## src/rv_id_pkg.sv

```systemverilog
// shared widths, opcodes and stage payload structs for the RV64I decode stage and its neighbours
package rv_id_pkg;

  localparam int XLEN       = 64;
  localparam int INST_W     = 32;
  localparam int REG_ADDR_W = 5;

  localparam logic [INST_W-1:0] NOP_INST = 32'h0000_0013; // addi x0,x0,0

  localparam logic [6:0] OPC_LUI      = 7'b0110111;
  localparam logic [6:0] OPC_AUIPC    = 7'b0010111;
  localparam logic [6:0] OPC_JAL      = 7'b1101111;
  localparam logic [6:0] OPC_JALR     = 7'b1100111;
  localparam logic [6:0] OPC_BRANCH   = 7'b1100011;
  localparam logic [6:0] OPC_LOAD     = 7'b0000011;
  localparam logic [6:0] OPC_STORE    = 7'b0100011;
  localparam logic [6:0] OPC_OP_IMM   = 7'b0010011;
  localparam logic [6:0] OPC_OP       = 7'b0110011;
  localparam logic [6:0] OPC_OP_IMM32 = 7'b0011011;
  localparam logic [6:0] OPC_OP32     = 7'b0111011;

  typedef enum logic [3:0] {
    BR_NONE, BR_BEQ, BR_BNE, BR_BLT, BR_BGE, BR_BLTU, BR_BGEU, BR_JAL, BR_JALR
  } br_func_e;

  typedef enum logic [1:0] {SRC1_REG, SRC1_PC, SRC1_ZERO} src1_sel_e; // zero for lui
  typedef enum logic {SRC2_REG, SRC2_IMM} src2_sel_e;

  typedef struct packed {
    logic [INST_W-1:0] inst;
    logic [XLEN-1:0]   pc;
  } fetch_pkt_t;

  // rd of zero means nothing offered
  typedef struct packed {
    logic [REG_ADDR_W-1:0] rd;
    logic [XLEN-1:0]       result;
  } bypass_t;

  typedef struct packed {
    logic                  wen;
    logic [REG_ADDR_W-1:0] waddr;
    logic [XLEN-1:0]       wdata;
  } wb_t;

  typedef struct packed {
    src1_sel_e  src1_sel;
    src2_sel_e  src2_sel;
    logic [3:0] alu_op;   // {funct7[5], funct3}
    logic       word_op;  // 32-bit result, sign extended
    logic       gpr_wen;
    logic       mem_ren;
    logic       mem_wen;
    logic [2:0] mem_op;
    br_func_e   br_func;
    logic       invalid;
  } ctrl_t;

  typedef struct packed {
    ctrl_t                 ctrl;
    logic [XLEN-1:0]       rs1data;
    logic [XLEN-1:0]       rs2data;
    logic [XLEN-1:0]       imm;
    logic [XLEN-1:0]       pc;
    logic [REG_ADDR_W-1:0] rd;
  } ds_to_es_t;

  typedef struct packed {
    logic            taken; // one-cycle strobe
    logic [XLEN-1:0] target;
  } redirect_t;

endpackage

```

## src/branch_unit.sv

```systemverilog
// branch and jump resolution on forwarded operands. jal and jalr are always taken
`timescale 1ns/10ps

module branch_unit
  import rv_id_pkg::*;
(
  input  logic [XLEN-1:0] i_pc,
  input  logic [XLEN-1:0] i_rs1data,
  input  logic [XLEN-1:0] i_rs2data,
  input  logic [XLEN-1:0] i_imm,
  input  br_func_e        i_br_func,
  output logic            o_taken,
  output logic [XLEN-1:0] o_target
);

  logic            eq;
  logic            lt;
  logic            ltu;
  logic [XLEN-1:0] jalr_sum;

  assign eq  = (i_rs1data == i_rs2data);
  assign lt  = ($signed(i_rs1data) < $signed(i_rs2data));
  assign ltu = (i_rs1data < i_rs2data);

  assign jalr_sum = i_rs1data + i_imm;

  always_comb begin
    case (i_br_func)
      BR_BEQ:          o_taken = eq;
      BR_BNE:          o_taken = ~eq;
      BR_BLT:          o_taken = lt;
      BR_BGE:          o_taken = ~lt;
      BR_BLTU:         o_taken = ltu;
      BR_BGEU:         o_taken = ~ltu;
      BR_JAL, BR_JALR: o_taken = 1'b1;
      default:         o_taken = 1'b0;
    endcase
  end

  assign o_target = (i_br_func == BR_JALR) ? {jalr_sum[XLEN-1:1], 1'b0} // lsb cleared
                                           : i_pc + i_imm;

endmodule

```

## config.mk

```make
export PLATFORM = sky130hd
export DESIGN_NAME = branch_unit
export DESIGN_NICKNAME = d
export VERILOG_FILES = /design/src/rv_id_pkg.sv /design/src/branch_unit.sv
export SDC_FILE = /design/constraint.sdc
export NUM_CORES = 1
export LEC_CHECK = 0
export ABC_AREA = 1
export BUFFER_PORTS_ARGS = -buffer_cell sky130_fd_sc_hd__buf_2
export CORE_MARGIN = 5
export CORE_UTILIZATION = 57
export DETAILED_ROUTE_END_ITERATION = 16
export PLACE_DENSITY = 0.84
export SYNTH_ARGS = -nofsm -noshare
export SYNTH_HDL_FRONTEND = slang
export SYNTH_SLANG_ARGS = --single-unit
export TNS_END_PERCENT = 1
```

## constraint.sdc

```tcl
create_clock -name vclk -period 2.7
set_clock_uncertainty 0.2 [all_clocks]
set_input_delay 0.135 -clock vclk [all_inputs]
set_output_delay 0.135 -clock vclk [all_outputs]
set_load 0.01 [all_outputs]
```

==> flow_summary.toml <==
[logic_synthesis]
synth_cell_type_count = 44
syn_avg_cell_area_sq_um = 5.109
synth_area_leaders = "nand2_1, ha_1, inv_1"
synth_top_area_share_pct = 19.73
yosys_warnings = 0
seq_area_frac_synth_pct = 0
yosysTopAreaCell = "nand2_1"
synth_nets = 2860
syn_inst = 2409
syn_area_sq_um = 12310

[layout]
synthToLayoutAreaGrowth_pct = 19.33
fill_cells = 2063
layout_commonest_cell = "nand2_1"
clockBufferCount = 0
final_util_pct = 69.43
ff_latch_area_sq_um = 0
seq_cell_count = 0
layout.nets = 3207
layout_common_cells = "nand2_1, inv_1, buf_2"
final_layout_size_suffix_gt1_share_pct = 20.26
final_cells = 3032

[global_routing]
grt_max_degree = 70
grt_pass1_vias = 16750
grtUsageTotal_pct = 44.66
antenna_found_initial = 3
grt_pass1_wl_mm = 86.44
overflow = 0

[placed_design]
hpwl_mm = 51.86
routabilityCongestion = 1.136
port_buffers = 325
dp.cells = 3026

[critical_path]
crit_fanout = 4
start_kind = "input pin"
cp.required_ns = 2.37
arrival_ns = 2.39
worst-setup-path-type = "in2out"
setup.worst_path.start = "i_imm[14]"
end_kind = "output port"
crit_end = "o_target[15]"

[floorplanning]
initial_utilization_pct = 58.18
die_h_um = 156.9
core_sq_um = 21150
die_w_um = 156.9
boundaryPins = 325
dieArea_sq_um = 24630
std_cell_rows = 53

[cts]
cts_hold_buffers = 0

[sta]
setup_viol = 1
rsz0062_at_grt = "true"
max_freq_mhz = 367.2
worstMarginPinSlew_ns = 0.8317
slew_violations = 0
period_needed_ns = 2.723
layout_setup_ws_ns = -0.02309
hold_violations = 0
whs_ns = 0.5170
relSlewSlack_pct = 44.56
finalCritPeriodShare_pct = 100.9

[status]
violations = "negative setup slack"
outcome = "finished, violations left"

[flow_run]
maxCapViolations = 0

[drt]
drcViolationCount = 0
vias = 17990
routedWlPerCell_um = 19.41
wirelength_mm = 58.85
vias_per_cell = 5.933
first_pass_iters = 7
antenna_left = 0
first_iter_violations = 2527

[pwr]
power.density_nw_per_um2 = 241.2
power_leakage_nw = 8.028
vdd_ir_drop_max_uv = 133.4

[min_path]
hold_depth = 5
min_path_type = "in2out"
## critical path: stages
cell	delay, ns
buf_2	0.13
ha_2	0.32
a21oi_1	0.21
o21ai_0	0.21
a21oi_1	0.19
nand2_2	0.13
o21ai_0	0.58
o21ai_0	0.26
buf_2	0.21
## power breakdown
group,internal (mW),switching (mW)
clock,0.000000149,0
sequential,0,0
combinational,1.21,2.33
total,1.21,2.33
## kinds of logic after synthesis
kind of cell    synth area share [%]
simple gates                   44.44
xor+xnor                       1.423
mux                          0.08133
compound gates                 20.71
fa+ha+maj                      19.54
buf+inv                        13.80
## layer usage
layer  vias to the layer above  routed length, um  GRT usage [%]
met3                       265               9064          13.72
li1                       8512                  -              -
met5                         -                 13              0
met2                      1333              24410          69.15
met4                         2               3786          20.37
met1                      7877              21580          56.89
## repair_timing
item | 4_1_cts | 5_1_grt
resized for setup | 2 | 66
setup buffers | 0 | 3
setup endpoints to repair | 3 | 43
pin swaps | 0 | 4
## through the flow
stage          instance area, sq um  setup slack [ns]  total power, mW  TNS (ns)
3_3_place_gp                  14450           0.04010            3.237         0
5_1_grt                       14680          -0.04762            3.801   -0.1341
4_1_cts                       14460           0.02528            3.315         0
6_report                      14690          -0.02309            3.542  -0.02309
3_5_place_dp                  14450          -0.01284            3.297  -0.02068
2_1_floorplan                 12310            0.5897            2.013         0
## synthesized netlist by cell type (9+ instances only)
| cell | count |
|---|---|
| inv_2 | 48 |
| a21o_1 | 10 |
| o21bai_1 | 12 |
| o21a_1 | 13 |
| nand3_1 | 173 |
| o21ai_1 | 35 |
| a21oi_1 | 252 |
| nand2_1 | 647 |
| nor2_2 | 34 |
| ha_1 | 189 |
| nand2_2 | 25 |
| o21ai_0 | 147 |
| nor2_1 | 287 |
| buf_2 | 11 |
| nand3_2 | 9 |
| nor3_2 | 9 |
| inv_1 | 387 |
| xor2_1 | 12 |
| nor3_1 | 21 |
| nand4_1 | 25 |
## layout make-up
cell class / instances / area, sq um / share of cell area, %
tap: 275 / 344.1 / 2.343
timing repair buffer: 358 / 1887 / 12.85
antenna: 3 / 7.507 / 0.05112
inverter: 436 / 1637 / 11.14
multi-input combinational: 1960 / 10810 / 73.62
## worst min-delay path by stage
stage	slack, ns	endpoint	start
6_report	0.52	o_taken	i_br_func[3]
5_1_grt	0.57	o_taken	i_br_func[3]
4_1_cts	0.52	o_taken	i_br_func[3]
3_5_place_dp	0.51	o_taken	i_br_func[3]
3_3_place_gp	0.51	o_target[0]	i_pc[0]
2_1_floorplan	0.28	o_taken	i_br_func[2]
Note: power is estimated with default switching activity, not from simulation.
