$ cat src/rv_id_pkg.sv
// shared widths, opcodes and stage payload structs for the RV64I decode stage and its neighbours
package rv_id_pkg;

  localparam int XLEN       = 64;
  localparam int INST_W     = 32;
  localparam int REG_ADDR_W = 5;

  localparam logic [INST_W-1:0] NOP_INST = 32'h0000_0013; // addi x0,x0,0

  localparam logic [6:0] OPC_LUI      = 7'b0110111;
  localparam logic [6:0] OPC_AUIPC    = 7'b0010111;
  localparam logic [6:0] OPC_JAL      = 7'b1101111;
  localparam logic [6:0] OPC_JALR     = 7'b1100111;
  localparam logic [6:0] OPC_BRANCH   = 7'b1100011;
  localparam logic [6:0] OPC_LOAD     = 7'b0000011;
  localparam logic [6:0] OPC_STORE    = 7'b0100011;
  localparam logic [6:0] OPC_OP_IMM   = 7'b0010011;
  localparam logic [6:0] OPC_OP       = 7'b0110011;
  localparam logic [6:0] OPC_OP_IMM32 = 7'b0011011;
  localparam logic [6:0] OPC_OP32     = 7'b0111011;

  typedef enum logic [3:0] {
    BR_NONE, BR_BEQ, BR_BNE, BR_BLT, BR_BGE, BR_BLTU, BR_BGEU, BR_JAL, BR_JALR
  } br_func_e;

  typedef enum logic [1:0] {SRC1_REG, SRC1_PC, SRC1_ZERO} src1_sel_e; // zero for lui
  typedef enum logic {SRC2_REG, SRC2_IMM} src2_sel_e;

  typedef struct packed {
    logic [INST_W-1:0] inst;
    logic [XLEN-1:0]   pc;
  } fetch_pkt_t;

  // rd of zero means nothing offered
  typedef struct packed {
    logic [REG_ADDR_W-1:0] rd;
    logic [XLEN-1:0]       result;
  } bypass_t;

  typedef struct packed {
    logic                  wen;
    logic [REG_ADDR_W-1:0] waddr;
    logic [XLEN-1:0]       wdata;
  } wb_t;

  typedef struct packed {
    src1_sel_e  src1_sel;
    src2_sel_e  src2_sel;
    logic [3:0] alu_op;   // {funct7[5], funct3}
    logic       word_op;  // 32-bit result, sign extended
    logic       gpr_wen;
    logic       mem_ren;
    logic       mem_wen;
    logic [2:0] mem_op;
    br_func_e   br_func;
    logic       invalid;
  } ctrl_t;

  typedef struct packed {
    ctrl_t                 ctrl;
    logic [XLEN-1:0]       rs1data;
    logic [XLEN-1:0]       rs2data;
    logic [XLEN-1:0]       imm;
    logic [XLEN-1:0]       pc;
    logic [REG_ADDR_W-1:0] rd;
  } ds_to_es_t;

  typedef struct packed {
    logic            taken; // one-cycle strobe
    logic [XLEN-1:0] target;
  } redirect_t;

endpackage

$ cat src/operand_bypass.sv
// operand forwarding, youngest stage first. A load in execute cannot forward and stalls instead
`timescale 1ns/10ps

module operand_bypass
  import rv_id_pkg::*;
(
  input  logic [REG_ADDR_W-1:0] i_rs1,
  input  logic [REG_ADDR_W-1:0] i_rs2,
  input  logic [XLEN-1:0]       i_rf_rdata1,
  input  logic [XLEN-1:0]       i_rf_rdata2,
  input  bypass_t               i_es_byp,
  input  bypass_t               i_ms_byp,
  input  bypass_t               i_ws_byp,
  input  logic                  i_es_load,
  output logic [XLEN-1:0]       o_rs1data,
  output logic [XLEN-1:0]       o_rs2data,
  output logic                  o_load_stall
);

  function automatic logic [XLEN-1:0] pick(input logic [REG_ADDR_W-1:0] rs,
                                           input logic [XLEN-1:0] rf_data,
                                           input bypass_t es, input bypass_t ms,
                                           input bypass_t ws);
    if (es.rd != '0 && es.rd == rs) return es.result;
    else if (ms.rd != '0 && ms.rd == rs) return ms.result;
    else if (ws.rd != '0 && ws.rd == rs) return ws.result;
    else return rf_data;
  endfunction

  assign o_rs1data = pick(i_rs1, i_rf_rdata1, i_es_byp, i_ms_byp, i_ws_byp);
  assign o_rs2data = pick(i_rs2, i_rf_rdata2, i_es_byp, i_ms_byp, i_ws_byp);

  // load data only exists once it reaches mem
  assign o_load_stall = i_es_load && (i_es_byp.rd != '0) &&
                        ((i_es_byp.rd == i_rs1) || (i_es_byp.rd == i_rs2));

endmodule

$ cat config.mk
export PLATFORM = sky130hd
export DESIGN_NAME = operand_bypass
export DESIGN_NICKNAME = d
export VERILOG_FILES = /design/src/rv_id_pkg.sv /design/src/operand_bypass.sv
export SDC_FILE = /design/constraint.sdc
export NUM_CORES = 1
export LEC_CHECK = 0
export BUFFER_PORTS_ARGS = -buffer_cell sky130_fd_sc_hd__buf_2
export CORE_AREA = 5 5 182 184
export DETAILED_ROUTE_END_ITERATION = 6
export DIE_AREA = 0 0 187 189
export SYNTH_ARGS = -nofsm -noshare
export SYNTH_HDL_FRONTEND = slang
export SYNTH_SLANG_ARGS = --single-unit
$ cat constraint.sdc
create_clock -name vclk -period 3.2
set_input_delay 0 -clock vclk [all_inputs]
set_output_delay 0 -clock vclk [all_outputs]
set_load 0.05 [all_outputs]
==> summary by stage, run 1 <==
Status
The flow ran to the end, and the final reports show no timing, DRC or antenna violations.

Critical path
STA classifies the critical path startpoint as a primary input. The category of the worst setup path capture point is an output pin. The first element of the critical path is i_ws_byp[67]. The kind of cell adding the most delay to the critical path is buffers and inverters. The signal on the critical path passes through buf_2, xor2_1, nor2_1, nand4_4, buf_4, o221a_1, o21ai_1, buf_2.

The slowest cell on the critical path is sky130_fd_sc_hd__nand4_4. Data on the critical path is required at its endpoint by ~3200 ps. The most prevalent standard cell on the critical path is sky130_fd_sc_hd__buf_2. Of all nets on the critical path, the largest fanout is 34.

In this design, the stage delay of the slowest critical-path cell is approximately 500 ps. STA puts the critical path data arrival time at 2280 ps. The number of buffers and inverters on the critical path is 3. The critical path is of the in -> out type.

Logic synthesis
After Yosys synthesis, and, or, nand and nor cells account for between 10% and 20% of the synthesized area. The cell area after technology mapping is a little under 0.005 mm^2. After synthesis, the cell types taking the most area are sky130_fd_sc_hd__o221a_1 28%, sky130_fd_sc_hd__nand2_1 15%, sky130_fd_sc_hd__o21ai_1 14%, sky130_fd_sc_hd__o21ai_0 13%, sky130_fd_sc_hd__inv_1 9.9%. After Yosys synthesis, full adders, half adders and majority gates account for 0% of the synthesized area. In this run the mean area of a mapped cell was 5.693 um^2.

By instance count, the leading cell after synthesis is sky130_fd_sc_hd__nand2_1. Yosys printed 0 warnings. The XOR/XNOR share of the synthesized area is ~5.4%. By area, the combinational part of the netlist is dominated by compound AO/OA/AOI/OAI gates.

The area share of the largest cell type after synthesis is roughly 28%. The area fraction in compound gates after synthesis is a little under three fifths. The number of distinct library cells after synthesis is 19. In the synthesized netlist, mux cells make up 0% of the area. After synthesis, the most frequently instantiated cells are 197 x sky130_fd_sc_hd__nand2_1, 131 x sky130_fd_sc_hd__o21ai_1, 128 x sky130_fd_sc_hd__inv_1.

The post-synthesis instance total is around 850. Counting every net in the synthesized netlist gives between 1,000 and 1,500. The top cell type by total area after synthesis is sky130_fd_sc_hd__o221a_1. Summing the sequential cell areas from Yosys gives 0% of the chip area.

Final layout
The growth of design area from synthesis to finish is 53.41%. For this run, the share of the core covered by cells in the final layout is between 20% and 30%. In the final design database the tool counted about 1,600 nets. Of the cells placed in the final design, the portion with a size suffix greater than 1 is approximately 40%. The design has 0 sequential cells.

The layout has 0 clock buffers. Across the whole layout, storage elements account for 0 um^2.

Floorplan
The die boundary height is roughly 190 um. The number of top-level design ports is ~480. The overall die area is roughly 0.035 mm^2. The row count is 65. Once the floorplan was initialized, standard cells occupied between 10% and 20% of the core. After floorplanning, the core was sized to cover ~0.031 mm^2.

In this run the horizontal extent of the chip is 187 um.

Placement
The congestion estimate from routability-driven global placement came to around 0.94. The post-detailed-placement half-perimeter wirelength is 24,310 um. In this run the tool buffered the top-level ports with about 480 buffer cells.

Route
After detailed routing, the average wire length per cell comes to between 15 and 20 um. The number of nets with antenna violations after routing is 0. The routed layout has 8,239 vias. For this block, the routed nets add up to about 30,000 um of wire. The number of DRC markers after the initial detailed-route iteration is 499. The average via count per standard cell is around 5.0. The total iterations of the first detailed-routing run is 5. The number of remaining DRC errors is 0.

CTS
The number of buffers added for setup after CTS is 0. The number of resized instances in the post-cts repair step is 0. For this design, the CTS-stage hold fixing added 0 buffers.

Timing
The slew at the pin with the worst max-slew slack is approximately 850 ps. Derived from the worst setup path, the maximum achievable clock frequency is 0.4391 GHz. The final-report hold violation count is 0. The share of the cycle needed by the critical path after routing is a little under three quarters. The count of endpoints failing setup in the final report is 0.

Adding up every negative setup slack in the final design gives 0 ps. The final-report max-slew violation count is 0. The worst path needs approximately 2300 ps of the cycle, external delays included. The worst pin sits at a relative slew slack of between 40 and 50%. Setup repair after global routing left no endpoint under its margin.

Power
The cell-internal power is between 500 and 600 uW. VDD sags by at most around 86 uV. The share of power burned in the clock network is 0%. Summed over all cells, the static leakage comes to between 0.003 and 0.004 uW. In this run switching power makes up around 69% of total power. Sequential cells account for 0% of the total power. The power density of the placed cells is 232.2 mW/mm^2. The relative contribution of combinational cells to total power is 100.0%. The total net switching power is roughly 1200 uW. The sum of internal, switching and leakage power is 1726 uW.

Min path
The tightest min-delay check is of the in -> out type. Counting instances, the worst hold path has a depth of 4. The worst hold path begins at i_es_byp[31]. The path with the worst hold slack has its endpoint at o_rs1data[31].

Flow run
The number of violations of the max-capacitance limit is 0.

Global routing
The global-route congestion overflow total is 0. The number of global-route vias before repair is 8,215. The number of antenna violations at the first check in global routing was 3. Entering global routing, the biggest net connects a little over 70 pins. The wire length of the first global-routing pass is approximately 45,000 um. The overall track demand over capacity in global routing is 15.43%.
through the flow:
stage / setup slack, ps / hold slack (ps) / std cells / cell area (um^2)
6_report: 922.5 / 396.7 / 1661 / 7432
5_1_grt: 771.9 / 412.8 / 1661 / 7432
4_1_cts: 936.1 / 399.6 / 1658 / 7425
3_5_place_dp: 937.8 / 399.3 / 1658 / 7425
3_3_place_gp: 939.2 / 393.9 / 1658 / 7425
2_1_floorplan: 1404 / 343.6 / 851 / 4845
per-layer routing:
metal | global-route usage (%) | share of wire (%) | up-vias
met3 | 2.507 | 8.9 | 67
met4 | 5.575 | 3.8 | 0
met5 | 0 | 0 | -
met2 | 26.99 | 48 | 565
met1 | 19.18 | 39 | 3780
li1 | - | - | 3827
layout by cell type, fill, tap and decap left out, types with 5 or more instances in the layout:
master                    Yosys  routed
sky130_fd_sc_hd__o221a_1    121     121
sky130_fd_sc_hd__xnor2_1     14      14
sky130_fd_sc_hd__buf_4        2      16
sky130_fd_sc_hd__nor2_1       5       5
sky130_fd_sc_hd__inv_1      128     128
sky130_fd_sc_hd__nand4_1      5       5
sky130_fd_sc_hd__xor2_1      16      16
sky130_fd_sc_hd__buf_2       40     475
sky130_fd_sc_hd__nor3_1       7       7
sky130_fd_sc_hd__o221a_2      7       7
sky130_fd_sc_hd__o21ai_0    125     125
sky130_fd_sc_hd__o21ai_1    131     131
sky130_fd_sc_hd__nand2_1    197     196
cells by family after synthesis:
family,after synthesis
AND/OR/NAND/NOR,219
AO/OA/AOI/OAI,385
buffers and inverters,217
XOR/XNOR,30
layout make-up:
cell class,instances,area (um^2)
antenna,3,7.507
fill,3547,23800
inverter,128,480.5
multi-input combinational,634,3884
tap,402,503.0
timing repair buffer,494,2557
power by group through the flow:
| stage | registers, uW | logic [uW] | clock network [uW] |
|---|---|---|---|
| 6_report | 0 | 1730 | 0.000125 |
| 3_5_place_dp | 0 | 1720 | 0 |
| 4_1_cts | 0 | 1720 | 0 |
| 2_1_floorplan | 0 | 1160 | 0 |
| 3_3_place_gp | 0 | 1710 | 0 |
| 5_1_grt | 0 | 1820 | 0.000125 |
worst max path at each step:
stage / end / depth (start not counted) / slack (ps)
finish: o_rs1data[21] / 8 / 920
floorplan: o_load_stall / 5 / 1400
detailed placement: o_rs1data[21] / 8 / 940
global route: o_rs1data[22] / 8 / 770
global placement: o_rs1data[2] / 8 / 940
CTS: o_rs1data[21] / 8 / 940
Note: power is estimated with default switching activity, not from simulation.
==> run 2, diff against run 1 <==
ABC_AREA = 1   (was default)
CORE_AREA = 5 5 179 181   (was 5 5 182 184)
DIE_AREA = 0 0 184 186   (was 0 0 187 189)
clock period = 2.24 ns   (was 3.2 ns; I/O delays follow)
==> run 2 against run 1 <==
Clock-buffer cell count unchanged. Die area decreased by 3.2%. Utilization increased by 2.5 points. Wire length increased by 15%. Critical path type unchanged. Critical endpoint is now o_rs1data[15]. Highest routed layer unchanged.
==> summary by stage, run 2 <==
Logic synthesis
The number of distinct library cells after synthesis came to 22 (was 19). The Yosys warning count is 0 (unchanged). The top cell type by total area after synthesis is sky130_fd_sc_hd__nand2_1 (was sky130_fd_sc_hd__o221a_1). The area share of the largest cell type after synthesis came to 40.22% (was 28.13%). The sequential element share of the synthesized area is 0% (unchanged). The number of nets in the synthesized netlist is 1,526 (was 1,197). The most numerous cell in the Yosys netlist is sky130_fd_sc_hd__nand2_1 (unchanged).

The average cell area after synthesis was 4.468 um^2 (was 5.693 um^2). Synth top cells by count: 565 x sky130_fd_sc_hd__nand2_1, 259 x sky130_fd_sc_hd__nand3_1, 128 x sky130_fd_sc_hd__a21oi_1 (was 197 x sky130_fd_sc_hd__nand2_1, 131 x sky130_fd_sc_hd__o21ai_1, 128 x sky130_fd_sc_hd__inv_1). Main area contributors after synthesis: sky130_fd_sc_hd__nand2_1 40%, sky130_fd_sc_hd__nand3_1 25%, sky130_fd_sc_hd__a21oi_1 12%, sky130_fd_sc_hd__inv_1 5.8%, sky130_fd_sc_hd__buf_2 4.8% (was sky130_fd_sc_hd__o221a_1 28%, sky130_fd_sc_hd__nand2_1 15%, sky130_fd_sc_hd__o21ai_1 14%, sky130_fd_sc_hd__o21ai_0 13%, sky130_fd_sc_hd__inv_1 9.9%). The post-synthesis instance total is 1,180 (was 851). The cell area after technology mapping is 0.005273 mm^2 (was 0.004845 mm^2).

Timing
The count of endpoints failing setup in the final report is 0 (unchanged). The worst path setup slack after routing is 166.3 ps (was 922.5 ps). RSZ-0062 raised after global routing: false (unchanged). The slew at the pin with the worst max-slew slack is 1121 ps (was 845.1 ps). The highest achievable clock rate is 0.4822 GHz.

The worst hold slack came to 379.4 ps (was 396.7 ps). Of the available clock period, the critical path in the final layout requires between 90% and 100%. The final-report hold violation count is 0 (unchanged).

After layout, the minimum clock period comes to just over 2000 ps. The worst slew margin relative to its limit is 25.19% (was 43.66%). The final-report max-slew violation count is 0 (unchanged).

Global routing
The number of global-route vias before repair is 8,987 (was 8,215). The maximum number of pins on one net before global-route repair is 68 (was 71). The number of antenna violations at the first check in global routing was 0 (was 3).

The wire length of the first global-routing pass came to 50,470 um (was 45,470 um). The global-route congestion overflow total is 0 (unchanged). The overall track demand over capacity in global routing is 18.22% (was 15.43%).

Final layout
The fraction of layout instances using a drive strength above 1 is 32.70% (was 40.37%). Highest-count cells in the layout ignoring fill and taps: 565 x sky130_fd_sc_hd__nand2_1, 471 x sky130_fd_sc_hd__buf_2, 259 x sky130_fd_sc_hd__nand3_1 (was 475 x sky130_fd_sc_hd__buf_2, 196 x sky130_fd_sc_hd__nand2_1, 131 x sky130_fd_sc_hd__o21ai_1). The count of nets after finishing was 1,938 (was 1,604). The number of diodes is 0 (was 3). The most common cell after layout, fill and taps aside is sky130_fd_sc_hd__nand2_1 (was sky130_fd_sc_hd__buf_2). The growth of design area from synthesis to finish came to 51.07% (was 53.41%). The number of clock buffers in the layout came to 0 (unchanged). The total non-filler cell area in the finished layout was 0.007965 mm^2 (was 0.007432 mm^2).

The number of filler cells placed in the layout is 3,588 (was 3,547). The sequential cell count was 0 (unchanged). The sequential cell area in the final layout is 0 um^2 (unchanged). The post-route non-filler standard cell count is 1,986 (was 1,661).

Critical path
The category of the worst setup path capture point is an output pin (unchanged). The data arrival time of the critical path is 2070 ps (was 2280 ps). The kind of launch point of the worst setup path is a primary input (unchanged). The data required time at the worst endpoint is 2240 ps (was 3200 ps).

The highest fanout seen on the critical path is 16 (was 34). The worst setup path category is in -> out (unchanged).

Floorplan
The die boundary height is 186 um (was 189 um). The starting density of the core is 17.42% (was 15.51%). The row count is 64 (was 65).

The floorplan die width is 184 um (was 187 um). The overall die area is 0.03422 mm^2 (was 0.03534 mm^2). The number of top-level design ports is 475 (unchanged). The floorplan core area was 0.03027 mm^2 (was 0.03123 mm^2).

Power
The power density of the placed cells is 339.7 mW/mm^2 (was 232.2 mW/mm^2). The maximum resistive drop on vdd came to 166.0 uV (was 86.05 uV). The sum of internal, switching and leakage power is 2706 uW (was 1726 uW). The cell leakage power is 0.004929 uW (was 0.003892 uW).

CTS
The number of buffers added to fix hold violations after cts is 0 (unchanged).

Route
The number of nets with antenna violations after routing is 0 (unchanged). The average via count per standard cell is 4.855 (was 4.960). The per-cell routed wire length came to 17.57 um (was 18.31 um). The number of DRC markers after the initial detailed-route iteration is 889 (was 499). The number of remaining DRC errors is 0 (unchanged). The total iterations of the first detailed-routing run was 5 (unchanged).

The overall routed net length is 34,900 um (was 30,410 um). The vias after detailed routing came to 9,643 (was 8,239).

Status
Outcome: finished clean (unchanged).

Flow run
The number of violations of the max-capacitance limit was 0 (unchanged).

Placement
The total placed cells including tap cells is 1,981 (was 1,658). The number of port buffers came to 475 (unchanged). The post-detailed-placement half-perimeter wirelength came to 27,180 um (was 24,310 um). The post-placement setup slack is -118.5 ps (was 937.8 ps). The cell area reported after detailed placement is 0.007930 mm^2 (was 0.007425 mm^2). The weighted congestion reported at the end of routability-driven placement is 0.9679 (was 0.9386).

Min path
The worst hold-check path type is in -> out (unchanged).
## run 2: logic make-up (layout without fill, tap and decap cells)
| kind of cell | after synthesis | after routing | share of synthesized area, % |
|---|---|---|---|
| AND/OR/NAND/NOR | 847 | 849 | 66.97 |
| buffers and inverters | 182 | 590 | 17.66 |
| AO/OA/AOI/OAI | 137 | 137 | 13.05 |
| XOR/XNOR | 14 | 14 | 2.326 |
## run 2: worst max-delay path, cell delays in order
cell	delay, ps
sky130_fd_sc_hd__buf_2	130
sky130_fd_sc_hd__xnor2_1	170
sky130_fd_sc_hd__nand3_1	320
sky130_fd_sc_hd__nor2_2	910
sky130_fd_sc_hd__a21oi_1	150
sky130_fd_sc_hd__nand2_1	120
sky130_fd_sc_hd__nand2_1	50
sky130_fd_sc_hd__buf_2	200
## run 2: layout make-up
| type | count | area, um^2 | area share, % |
|---|---|---|---|
| multi-input cells | 1000 | 4399 | 55.23 |
| inverters | 88 | 330.3 | 4.147 |
| well taps | 396 | 495.5 | 6.221 |
| repair buffers | 502 | 2740 | 34.40 |
## run 2: path summary, 6_finish.rpt
kind | startpoint | to | slack (ps) | depth (start not counted)
worst max-delay path | i_ms_byp[66] | o_rs1data[15] | 170 | 8
worst min-delay path | i_es_load | o_load_stall | 380 | 3
## run 2: layer usage
layer / vias up / part of all wire, % / GRT usage, %
met5: - / 0 / 0
met2: 629 / 48 / 31.36
met3: 66 / 10 / 2.423
met4: 0 / 2.8 / 4.791
met1: 4350 / 39 / 24.01
li1: 4598 / - / -
## run 2: timing repair
item | in CTS | in global routing
buffers inserted | 3 | 0
endpoints found under the setup margin | 65 | 0
resized for setup | 0 | 0
## run 2: metrics by stage
stage                     setup TNS (ps)  util, %
after floorplan                        0        -
after global placement            -222.0    26.20
after detailed placement           -2761    26.20
after CTS                              0    26.31
after global routing                   0    26.31
final                                  0    26.31
## run 2: report_power, final
group | switching [uW] | internal, uW | total, uW
Clock | 0 | 0 | 0
Combinational | 1960 | 741 | 2710
Sequential | 0 | 0 | 0
