[config.mk]
export PLATFORM = sky130hd
export DESIGN_NAME = ds_pipe_reg
export DESIGN_NICKNAME = d
export VERILOG_FILES = /design/src/rv_id_pkg.sv /design/src/ds_pipe_reg.sv
export SDC_FILE = /design/constraint.sdc
export NUM_CORES = 1
export LEC_CHECK = 0
export ABC_AREA = 1
export BUFFER_PORTS_ARGS = -buffer_cell sky130_fd_sc_hd__buf_2
export CAP_MARGIN = 20
export CORE_AREA = 2 2 98 100
export DETAILED_ROUTE_END_ITERATION = 7
export DIE_AREA = 0 0 100 102
export PLACE_DENSITY = 0.73
export SETUP_SLACK_MARGIN = 0.4
export SLEW_MARGIN = 20
export SYNTH_ARGS = -nofsm -noshare
export SYNTH_HDL_FRONTEND = slang
export SYNTH_SLANG_ARGS = --single-unit
[constraint.sdc]
create_clock -name i_clk -period 6.8 [get_ports i_clk]
set_input_delay 0.34 -clock i_clk [delete_from_list [all_inputs] [get_ports i_clk]]
set_output_delay 0.34 -clock i_clk [all_outputs]
set_load 0.05 [all_outputs]
[src/rv_id_pkg.sv]
// shared widths, opcodes and stage payload structs for the RV64I decode stage and its neighbours
package rv_id_pkg;

  localparam int XLEN       = 64;
  localparam int INST_W     = 32;
  localparam int REG_ADDR_W = 5;

  localparam logic [INST_W-1:0] NOP_INST = 32'h0000_0013; // addi x0,x0,0

  localparam logic [6:0] OPC_LUI      = 7'b0110111;
  localparam logic [6:0] OPC_AUIPC    = 7'b0010111;
  localparam logic [6:0] OPC_JAL      = 7'b1101111;
  localparam logic [6:0] OPC_JALR     = 7'b1100111;
  localparam logic [6:0] OPC_BRANCH   = 7'b1100011;
  localparam logic [6:0] OPC_LOAD     = 7'b0000011;
  localparam logic [6:0] OPC_STORE    = 7'b0100011;
  localparam logic [6:0] OPC_OP_IMM   = 7'b0010011;
  localparam logic [6:0] OPC_OP       = 7'b0110011;
  localparam logic [6:0] OPC_OP_IMM32 = 7'b0011011;
  localparam logic [6:0] OPC_OP32     = 7'b0111011;

  typedef enum logic [3:0] {
    BR_NONE, BR_BEQ, BR_BNE, BR_BLT, BR_BGE, BR_BLTU, BR_BGEU, BR_JAL, BR_JALR
  } br_func_e;

  typedef enum logic [1:0] {SRC1_REG, SRC1_PC, SRC1_ZERO} src1_sel_e; // zero for lui
  typedef enum logic {SRC2_REG, SRC2_IMM} src2_sel_e;

  typedef struct packed {
    logic [INST_W-1:0] inst;
    logic [XLEN-1:0]   pc;
  } fetch_pkt_t;

  // rd of zero means nothing offered
  typedef struct packed {
    logic [REG_ADDR_W-1:0] rd;
    logic [XLEN-1:0]       result;
  } bypass_t;

  typedef struct packed {
    logic                  wen;
    logic [REG_ADDR_W-1:0] waddr;
    logic [XLEN-1:0]       wdata;
  } wb_t;

  typedef struct packed {
    src1_sel_e  src1_sel;
    src2_sel_e  src2_sel;
    logic [3:0] alu_op;   // {funct7[5], funct3}
    logic       word_op;  // 32-bit result, sign extended
    logic       gpr_wen;
    logic       mem_ren;
    logic       mem_wen;
    logic [2:0] mem_op;
    br_func_e   br_func;
    logic       invalid;
  } ctrl_t;

  typedef struct packed {
    ctrl_t                 ctrl;
    logic [XLEN-1:0]       rs1data;
    logic [XLEN-1:0]       rs2data;
    logic [XLEN-1:0]       imm;
    logic [XLEN-1:0]       pc;
    logic [REG_ADDR_W-1:0] rd;
  } ds_to_es_t;

  typedef struct packed {
    logic            taken; // one-cycle strobe
    logic [XLEN-1:0] target;
  } redirect_t;

endpackage

[src/ds_pipe_reg.sv]
// fetch-to-decode register. A packet accepted in a redirect cycle is kept as a nop with its own pc
`timescale 1ns/10ps

module ds_pipe_reg
  import rv_id_pkg::*;
(
  input  logic       i_clk,
  input  logic       i_rst,
  input  logic       i_fs_valid,
  input  fetch_pkt_t i_fs_pkt,
  input  logic       i_es_allowin,
  input  logic       i_load_stall,
  input  logic       i_redirect_taken,
  output logic       o_ds_allowin,
  output logic       o_ds_valid_go,
  output fetch_pkt_t o_pkt
);

  logic ds_valid;
  logic ds_ready_go;

  assign ds_ready_go   = ~i_load_stall;
  assign o_ds_allowin  = ~ds_valid | (ds_ready_go & i_es_allowin);
  assign o_ds_valid_go = ds_valid & ds_ready_go;

  always_ff @(posedge i_clk) begin
    if (i_rst) begin
      ds_valid <= 1'b0;
    end else if (o_ds_allowin) begin
      ds_valid <= i_fs_valid;
    end
  end

  // held while stalled or back-pressured
  always_ff @(posedge i_clk) begin
    if (i_fs_valid && o_ds_allowin) begin
      o_pkt.pc <= i_fs_pkt.pc;
      if (i_redirect_taken) begin
        o_pkt.inst <= NOP_INST; // wrong path
      end else begin
        o_pkt.inst <= i_fs_pkt.inst;
      end
    end
  end

endmodule

==> impl_metrics.prom, run 1 <==
# TYPE chip_impl_metric gauge
chip_impl_metric{name="floorplan.rows",unit=""} 35
chip_impl_metric{name="finalCritPeriodShare",unit="%"} 23.3
chip_impl_metric{name="fp.dieArea",unit="um^2"} 10200
chip_impl_info{name="busiest_layer",value="met2"} 1
chip_impl_info{name="grt_setup_unrepaired",value="false"} 1
chip_impl_metric{name="totalNegativeSetupSlack",unit="ps"} 0
chip_impl_metric{name="drt-initial-drc-count",unit=""} 47
chip_impl_metric{name="cts.repair.resized",unit=""} 0
chip_impl_info{name="layout_common_cells",value="sky130_fd_sc_hd__buf_2 (199), sky130_fd_sc_hd__edfxtp_1 (96), sky130_fd_sc_hd__inv_1 (32), sky130_fd_sc_hd__nor2_1 (30), sky130_fd_sc_hd__clkbuf_8 (9)"} 1
chip_impl_info{name="worstSetupStartpointType",value="flop"} 1
chip_impl_metric{name="worstPathMaxFanout",unit=""} 96
chip_impl_metric{name="insertion_delay",unit="ps"} 340
chip_impl_metric{name="pin_count_of_the_biggest_net_entering_global_routing",unit=""} 97
chip_impl_metric{name="timing_max_transition_violations_final",unit=""} 0
chip_impl_metric{name="place_hpwl",unit="mm"} 4.87
chip_impl_metric{name="final-hold-violation-count",unit=""} 0
chip_impl_metric{name="slowest_delay",unit="ps"} 610
chip_impl_info{name="crit_path_top_delay_cell",value="sky130_fd_sc_hd__buf_6"} 1
chip_impl_metric{name="netlist_area",unit="um^2"} 3190
chip_impl_metric{name="worst_slew_pin_slew",unit="ps"} 842
chip_impl_metric{name="post-layout-total-power",unit="mW"} 1.32
chip_impl_metric{name="post_route_cells_drive_above_1_share",unit="%"} 57.2
chip_impl_metric{name="clkTransAtPathRegs",unit="ps"} 90
chip_impl_metric{name="worst-endpoint-required",unit="ps"} 6780
chip_impl_metric{name="post-synth-top-area-fraction",unit="%"} 90.3
chip_impl_metric{name="syn2layout_area_growth",unit="%"} 42.4
chip_impl_info{name="timing.critical_path.cells",value="a21oi_4 > buf_6"} 1
chip_impl_metric{name="drt_pass1_iterations",unit=""} 4
chip_impl_metric{name="io_pins",unit=""} 200
chip_impl_metric{name="drc_errors",unit=""} 0
chip_impl_metric{name="grt_first_pass_wirelength",unit="mm"} 9.26
chip_impl_metric{name="grt.total_usage",unit="%"} 12.0
chip_impl_info{name="synth.largest_area_cell",value="sky130_fd_sc_hd__edfxtp_1"} 1
chip_impl_metric{name="leakagePower",unit="nW"} 2.08
chip_impl_metric{name="core-area",unit="um^2"} 9110
chip_impl_metric{name="dr_total_vias",unit=""} 2079
chip_impl_metric{name="grt_overflow_total",unit=""} 0
chip_impl_metric{name="grt.met1_usage",unit="%"} 13.3
chip_impl_metric{name="die_w",unit="um"} 100
chip_impl_metric{name="synthesis.nets",unit=""} 271
chip_impl_metric{name="synth.yosys.seq_area_share",unit="%"} 90.9
chip_impl_metric{name="finalClockSkew",unit="ps"} 7.31
chip_impl_info{name="synth.area.top_cells",value="sky130_fd_sc_hd__edfxtp_1 (90%), sky130_fd_sc_hd__inv_1 (3.8%), sky130_fd_sc_hd__nor2_1 (3.5%)"} 1
chip_impl_metric{name="clock_sink_count",unit=""} 97
chip_impl_metric{name="finalCriticalPeriod",unit="ps"} 1580
chip_impl_metric{name="max-cap-violations",unit=""} 0
chip_impl_info{name="clk_root_buffer_cell",value="sky130_fd_sc_hd__clkbuf_8"} 1
chip_impl_info{name="most_common_cell_after_layout_fill_and_taps_aside",value="sky130_fd_sc_hd__buf_2"} 1
chip_impl_metric{name="grt_util_met2",unit="%"} 20.6
chip_impl_metric{name="power.ir.vdd_worst",unit="uV"} 105
chip_impl_metric{name="yosysWarnings",unit=""} 0
chip_impl_info{name="worstSetupPathType",value="flop to flop"} 1
chip_impl_metric{name="post_drt_via_cell_ratio",unit=""} 4.23
chip_impl_metric{name="avg_inst_size_synth",unit="um^2"} 18.9
chip_impl_metric{name="die_y",unit="um"} 102
chip_impl_metric{name="finalNetCount",unit=""} 479
chip_impl_metric{name="drt-total-wl",unit="mm"} 6.63
chip_impl_metric{name="synth-seq-cells",unit=""} 97
chip_impl_info{name="timing.hold.worst.class",value="input pin to flop"} 1
chip_impl_info{name="tritoncts",value="built"} 1
chip_impl_metric{name="wire_per_inst",unit="um"} 13.5
chip_impl_metric{name="synthesis.instances",unit=""} 169
chip_impl_metric{name="tritoncts.num_buffers",unit=""} 9
chip_impl_metric{name="clock.fmax",unit="MHz"} 631
chip_impl_metric{name="cts_setup_buffers",unit=""} 0
chip_impl_metric{name="number_of_global_route_vias_before_repair",unit=""} 1996
chip_impl_metric{name="starting_utilization_of_the_core_area",unit="%"} 35.1
chip_impl_metric{name="cts-htree-levels",unit=""} 3
chip_impl_metric{name="worstPathBufferInverterCount",unit=""} 1
chip_impl_metric{name="synth.lib_cells_used.distinct",unit=""} 10
chip_impl_info{name="run_status",value="completed"} 1
chip_impl_metric{name="max-slew-margin-rel",unit="%"} 43.8
chip_impl_metric{name="setup_viol",unit=""} 0
chip_impl_info{name="critPathTopFamily",value="buffers and inverters"} 1
chip_impl_metric{name="route.antenna.remaining_nets",unit=""} 0
chip_impl_metric{name="timing.critical_path.arrival",unit="ps"} 1570
chip_impl_metric{name="cts_hold_buffers",unit=""} 0
chip_impl_metric{name="finalWeightedCongestion",unit=""} 0.674
chip_impl_info{name="type_of_element_capturing_the_critical_path",value="flop"} 1
chip_impl_metric{name="p_per_area",unit="nW/um^2"} 291
chip_impl_metric{name="globalRouteMet3Util",unit="%"} 4.79
chip_impl_metric{name="diodes",unit=""} 0
chip_impl_metric{name="port-buffer-count",unit=""} 199
chip_impl_metric{name="cts.path.max_buffers",unit=""} 2
chip_impl_metric{name="antenna_found_initial",unit=""} 0
## flip-flops by register name, summed over array words and instances, names as in the netlist
name      flops
ds_valid      1
o_pkt        96
## stage by stage
| stage | area (um^2) | hold WS, ps | cells | worst slack [ps] | utilization [%] |
|---|---|---|---|---|---|
| 2_1_floorplan | 3190 | 409 | 169 | 1150 | - |
| 3_3_place_gp | 4330 | 497 | 477 | 4820 | 47.5 |
| 3_5_place_dp | 4330 | 502 | 477 | 4750 | 47.5 |
| 4_1_cts | 4540 | 113 | 492 | 4980 | 49.9 |
| 5_1_grt | 4550 | 122 | 492 | 5150 | 49.9 |
| 6_report | 4550 | 136 | 492 | 5220 | 49.9 |
## final timing paths
check                            endpoint  cells after the start  slack, ps      from
worst min-delay path             ds_valid                      2        140     i_rst
worst max register to register  o_pkt[80]                      2       5220  ds_valid
worst max-delay path            o_pkt[80]                      2       5220  ds_valid
worst min register to register   ds_valid                      2        540  ds_valid
## Yosys cell counts
library cell and n:
sky130_fd_sc_hd__inv_1 32, sky130_fd_sc_hd__dfxtp_1 1, sky130_fd_sc_hd__buf_2 2, sky130_fd_sc_hd__nor2_1 30, sky130_fd_sc_hd__or2_2 2, sky130_fd_sc_hd__buf_6 1, sky130_fd_sc_hd__edfxtp_1 96, sky130_fd_sc_hd__nand2_1 2
sky130_fd_sc_hd__or2_1 1, sky130_fd_sc_hd__a21oi_1 2
## area by class of cell
type | instances | area [um^2]
repair buffers | 200 | 1010
inverters | 32 | 120
multi-input cells | 37 | 160
fillers | 803 | 4560
clock inverters | 6 | 92.6
flip-flops and latches | 97 | 2900
well taps | 111 | 139
clock buffers | 9 | 124
## worst register-to-register path, cell delays in order, from the launching register on
cell                      delay, ps
sky130_fd_sc_hd__dfxtp_1        350
sky130_fd_sc_hd__a21oi_4        150
sky130_fd_sc_hd__buf_6          610
## metal layers
layer | part of all wire, % | vias to the layer above
met5 | 0 | -
met4 | 1.5 | 0
met3 | 11 | 10
met2 | 51 | 124
met1 | 37 | 955
li1 | - | 990
## power by group
group,switching [mW],internal [mW]
clock,0.194,0.208
combinational,0.165,0.0478
sequential,0.00855,0.701
total,0.368,0.956
## cell families after synthesis
family / Yosys count / share of synthesized area, %
compound gates: 2 / 0.313
buf+inv: 35 / 4.43
flops: 97 / 90.9
simple gates: 35 / 4.35
No activity file was read; power rests on OpenSTA's default activity.
==> run 2: changes to the inputs <==
clock period = 1.58 ns   (was 6.8 ns; I/O delays follow)
==> run 2 against run 1 <==
First-iteration DRC count grew 6.4%. Combinational power grew to 5.4 times the previous value. Count of clock-buffer cells in the layout is the same. Setup slack lost 4800 ps. Non-clock buffer count grew 91. Utilization grew 10 points.
==> impl_metrics.prom, run 2 (synthesis results as in run 1) <==
# TYPE chip_impl_metric gauge
chip_impl_metric{name="p_per_area",unit="nW/um^2"} 1040
chip_impl_metric{name="final_design_area_no_fill",unit="um^2"} 5500
chip_impl_metric{name="clock.fmax",unit="MHz"} 859
chip_impl_metric{name="pin_count_of_the_biggest_net_entering_global_routing",unit=""} 51
chip_impl_metric{name="grt_first_pass_wirelength",unit="mm"} 12.2
chip_impl_metric{name="final.fill_count",unit=""} 703
chip_impl_metric{name="port-buffer-count",unit=""} 199
chip_impl_info{name="layout_top_registers",value="o_pkt: 96 flops, ds_valid: 1 flops"} 1
chip_impl_metric{name="drt-initial-drc-count",unit=""} 50
chip_impl_metric{name="worst-endpoint-required",unit="ps"} 1650
chip_impl_metric{name="finalCritPeriodShare",unit="%"} 73.7
chip_impl_info{name="most_common_cell_after_layout_fill_and_taps_aside",value="sky130_fd_sc_hd__buf_2"} 1
chip_impl_metric{name="route.antenna.remaining_nets",unit=""} 0
chip_impl_metric{name="grt_overflow_total",unit=""} 0
chip_impl_metric{name="drt_pass1_iterations",unit=""} 4
chip_impl_info{name="largest_register_by_flop_count",value="o_pkt"} 1
chip_impl_metric{name="number_of_global_route_vias_before_repair",unit=""} 2569
chip_impl_metric{name="place_hpwl",unit="mm"} 5.27
chip_impl_metric{name="worstPathMaxFanout",unit=""} 25
chip_impl_info{name="worstSetupPathType",value="flop to flop"} 1
chip_impl_metric{name="pre_cts_ws",unit="ps"} 390
chip_impl_metric{name="timing.reg2reg.setup_slack",unit="ps"} 420
chip_impl_info{name="critical_path.startpoint",value="ds_valid"} 1
chip_impl_metric{name="hold-worst-slack",unit="ps"} 18.5
chip_impl_metric{name="post_drt_via_cell_ratio",unit=""} 4.17
chip_impl_metric{name="setup_viol",unit=""} 0
chip_impl_metric{name="fp.dieArea",unit="um^2"} 10200
chip_impl_metric{name="tritoncts.num_buffers",unit=""} 9
chip_impl_info{name="rr_startpoint",value="ds_valid"} 1
chip_impl_metric{name="worst-r2r-cell-count",unit=""} 3
chip_impl_metric{name="die_w",unit="um"} 100
chip_impl_metric{name="drc_errors",unit=""} 0
chip_impl_info{name="timing.hold.worst.class",value="input pin to flop"} 1
chip_impl_metric{name="totalNegativeSetupSlack",unit="ps"} 0
chip_impl_info{name="run_status",value="completed"} 1
chip_impl_metric{name="clock_sink_count",unit=""} 97
chip_impl_metric{name="max-slew-margin-rel",unit="%"} 65.5
chip_impl_info{name="cp-endpoint",value="o_pkt[75]"} 1
chip_impl_metric{name="dpl_cell_area",unit="um^2"} 4360
chip_impl_metric{name="fin_util",unit="%"} 60.3
chip_impl_metric{name="wire_per_inst",unit="um"} 15.0
chip_impl_metric{name="syn2layout_area_growth",unit="%"} 72.1
chip_impl_metric{name="stdcell_count",unit=""} 584
chip_impl_metric{name="cts.path.max_buffers",unit=""} 2
chip_impl_metric{name="finalWeightedCongestion",unit=""} 0.694
chip_impl_metric{name="post_route_cells_drive_above_1_share",unit="%"} 47.6
chip_impl_metric{name="drt-total-wl",unit="mm"} 8.76
chip_impl_metric{name="power.ir.vdd_worst",unit="uV"} 544
chip_impl_metric{name="leakagePower",unit="nW"} 2.48
chip_impl_info{name="tritoncts",value="built"} 1
chip_impl_info{name="crit-reg2reg-capture",value="o_pkt[75]"} 1
chip_impl_metric{name="antenna_found_initial",unit=""} 0
chip_impl_metric{name="finalNetCount",unit=""} 570
chip_impl_info{name="clk_root_buffer_cell",value="sky130_fd_sc_hd__clkbuf_8"} 1
chip_impl_info{name="layout_common_cells",value="sky130_fd_sc_hd__buf_2 (198), sky130_fd_sc_hd__edfxtp_1 (96), sky130_fd_sc_hd__dlygate4sd3_1 (87), sky130_fd_sc_hd__inv_1 (32), sky130_fd_sc_hd__nor2_1 (29)"} 1
chip_impl_metric{name="placedCellCount",unit=""} 478
chip_impl_metric{name="dr_total_vias",unit=""} 2433
chip_impl_metric{name="finalClockSkew",unit="ps"} 15.0
chip_impl_metric{name="diodes",unit=""} 0
chip_impl_metric{name="cts-htree-levels",unit=""} 3
chip_impl_info{name="worstSetupStartpointType",value="flop"} 1
chip_impl_metric{name="layout_setup_ws",unit="ps"} 416
chip_impl_metric{name="final-hold-violation-count",unit=""} 0
chip_impl_metric{name="insertion_delay",unit="ps"} 360
chip_impl_metric{name="largest_register_ffs",unit=""} 96
chip_impl_metric{name="timing.critical_path.arrival",unit="ps"} 1230
chip_impl_metric{name="clkTransAtPathRegs",unit="ps"} 90
chip_impl_metric{name="starting_utilization_of_the_core_area",unit="%"} 35.1
chip_impl_info{name="type_of_element_capturing_the_critical_path",value="flop"} 1
chip_impl_metric{name="die_y",unit="um"} 102
chip_impl_metric{name="floorplan.rows",unit=""} 35
chip_impl_metric{name="grt.total_usage",unit="%"} 15.9
chip_impl_metric{name="worst_slew_pin_slew",unit="ps"} 517
chip_impl_metric{name="core-area",unit="um^2"} 9110
chip_impl_metric{name="io_pins",unit=""} 200
chip_impl_info{name="worstHoldStart",value="i_fs_pkt[88]"} 1
chip_impl_metric{name="max-cap-violations",unit=""} 0
chip_impl_info{name="grt_setup_unrepaired",value="true"} 1
chip_impl_metric{name="timing_max_transition_violations_final",unit=""} 0
chip_impl_metric{name="post-layout-total-power",unit="mW"} 5.70
chip_impl_metric{name="finalCriticalPeriod",unit="ps"} 1160
[run 2: what timing repair did]
action / CTS / global route
endpoints found under the setup margin: 69 / 97
gates resized for setup: 1 / 3
hold endpoints to repair: 86 / 1
buffers inserted: 0 / 1
cloned: 0 / 2
pin swaps: 0 / 1
hold buffers: 86 / 1
[run 2: how the worst min path moves through the flow]
stage	cells after the start	to	slack, ps
after global placement	2	ds_valid	220
after floorplan	1	ds_valid	140
after CTS	3	o_pkt[92]	1
after global routing	3	o_pkt[69]	10
after detailed placement	2	ds_valid	240
final	3	o_pkt[88]	20
[run 2: metal layers]
| metal | wire length, um | vias up | global-route usage, % |
|---|---|---|---|
| met2 | 4430 | 136 | 28.1 |
| met5 | 0 | - | 0 |
| met4 | 134 | 0 | 5.69 |
| li1 | - | 1176 | - |
| met1 | 3290 | 1107 | 17.4 |
| met3 | 904 | 14 | 6.36 |
[run 2: worst max-delay path: stages, from the launching register on]
cell and delay [ps]:
sky130_fd_sc_hd__dfxtp_4 370, sky130_fd_sc_hd__a21oi_4 140, sky130_fd_sc_hd__buf_12 150, sky130_fd_sc_hd__clkbuf_16 210
[run 2: final cells by class]
type,instances,area [um^2],area share [%]
tap,111,139,2.53
multi-input combinational,37,163,2.96
clock buffer,9,124,2.25
sequential,97,2910,52.9
inverter,32,120,2.19
clock inverter,7,61.3,1.12
timing repair buffer,291,1980,36.1
[run 2: where the power goes]
part           internal (mW)  switching (mW)  total, mW
Sequential              3.01          0.0389       3.05
Clock                  0.603           0.899       1.50
Combinational          0.383           0.770       1.15
Total                   4.00            1.71       5.70
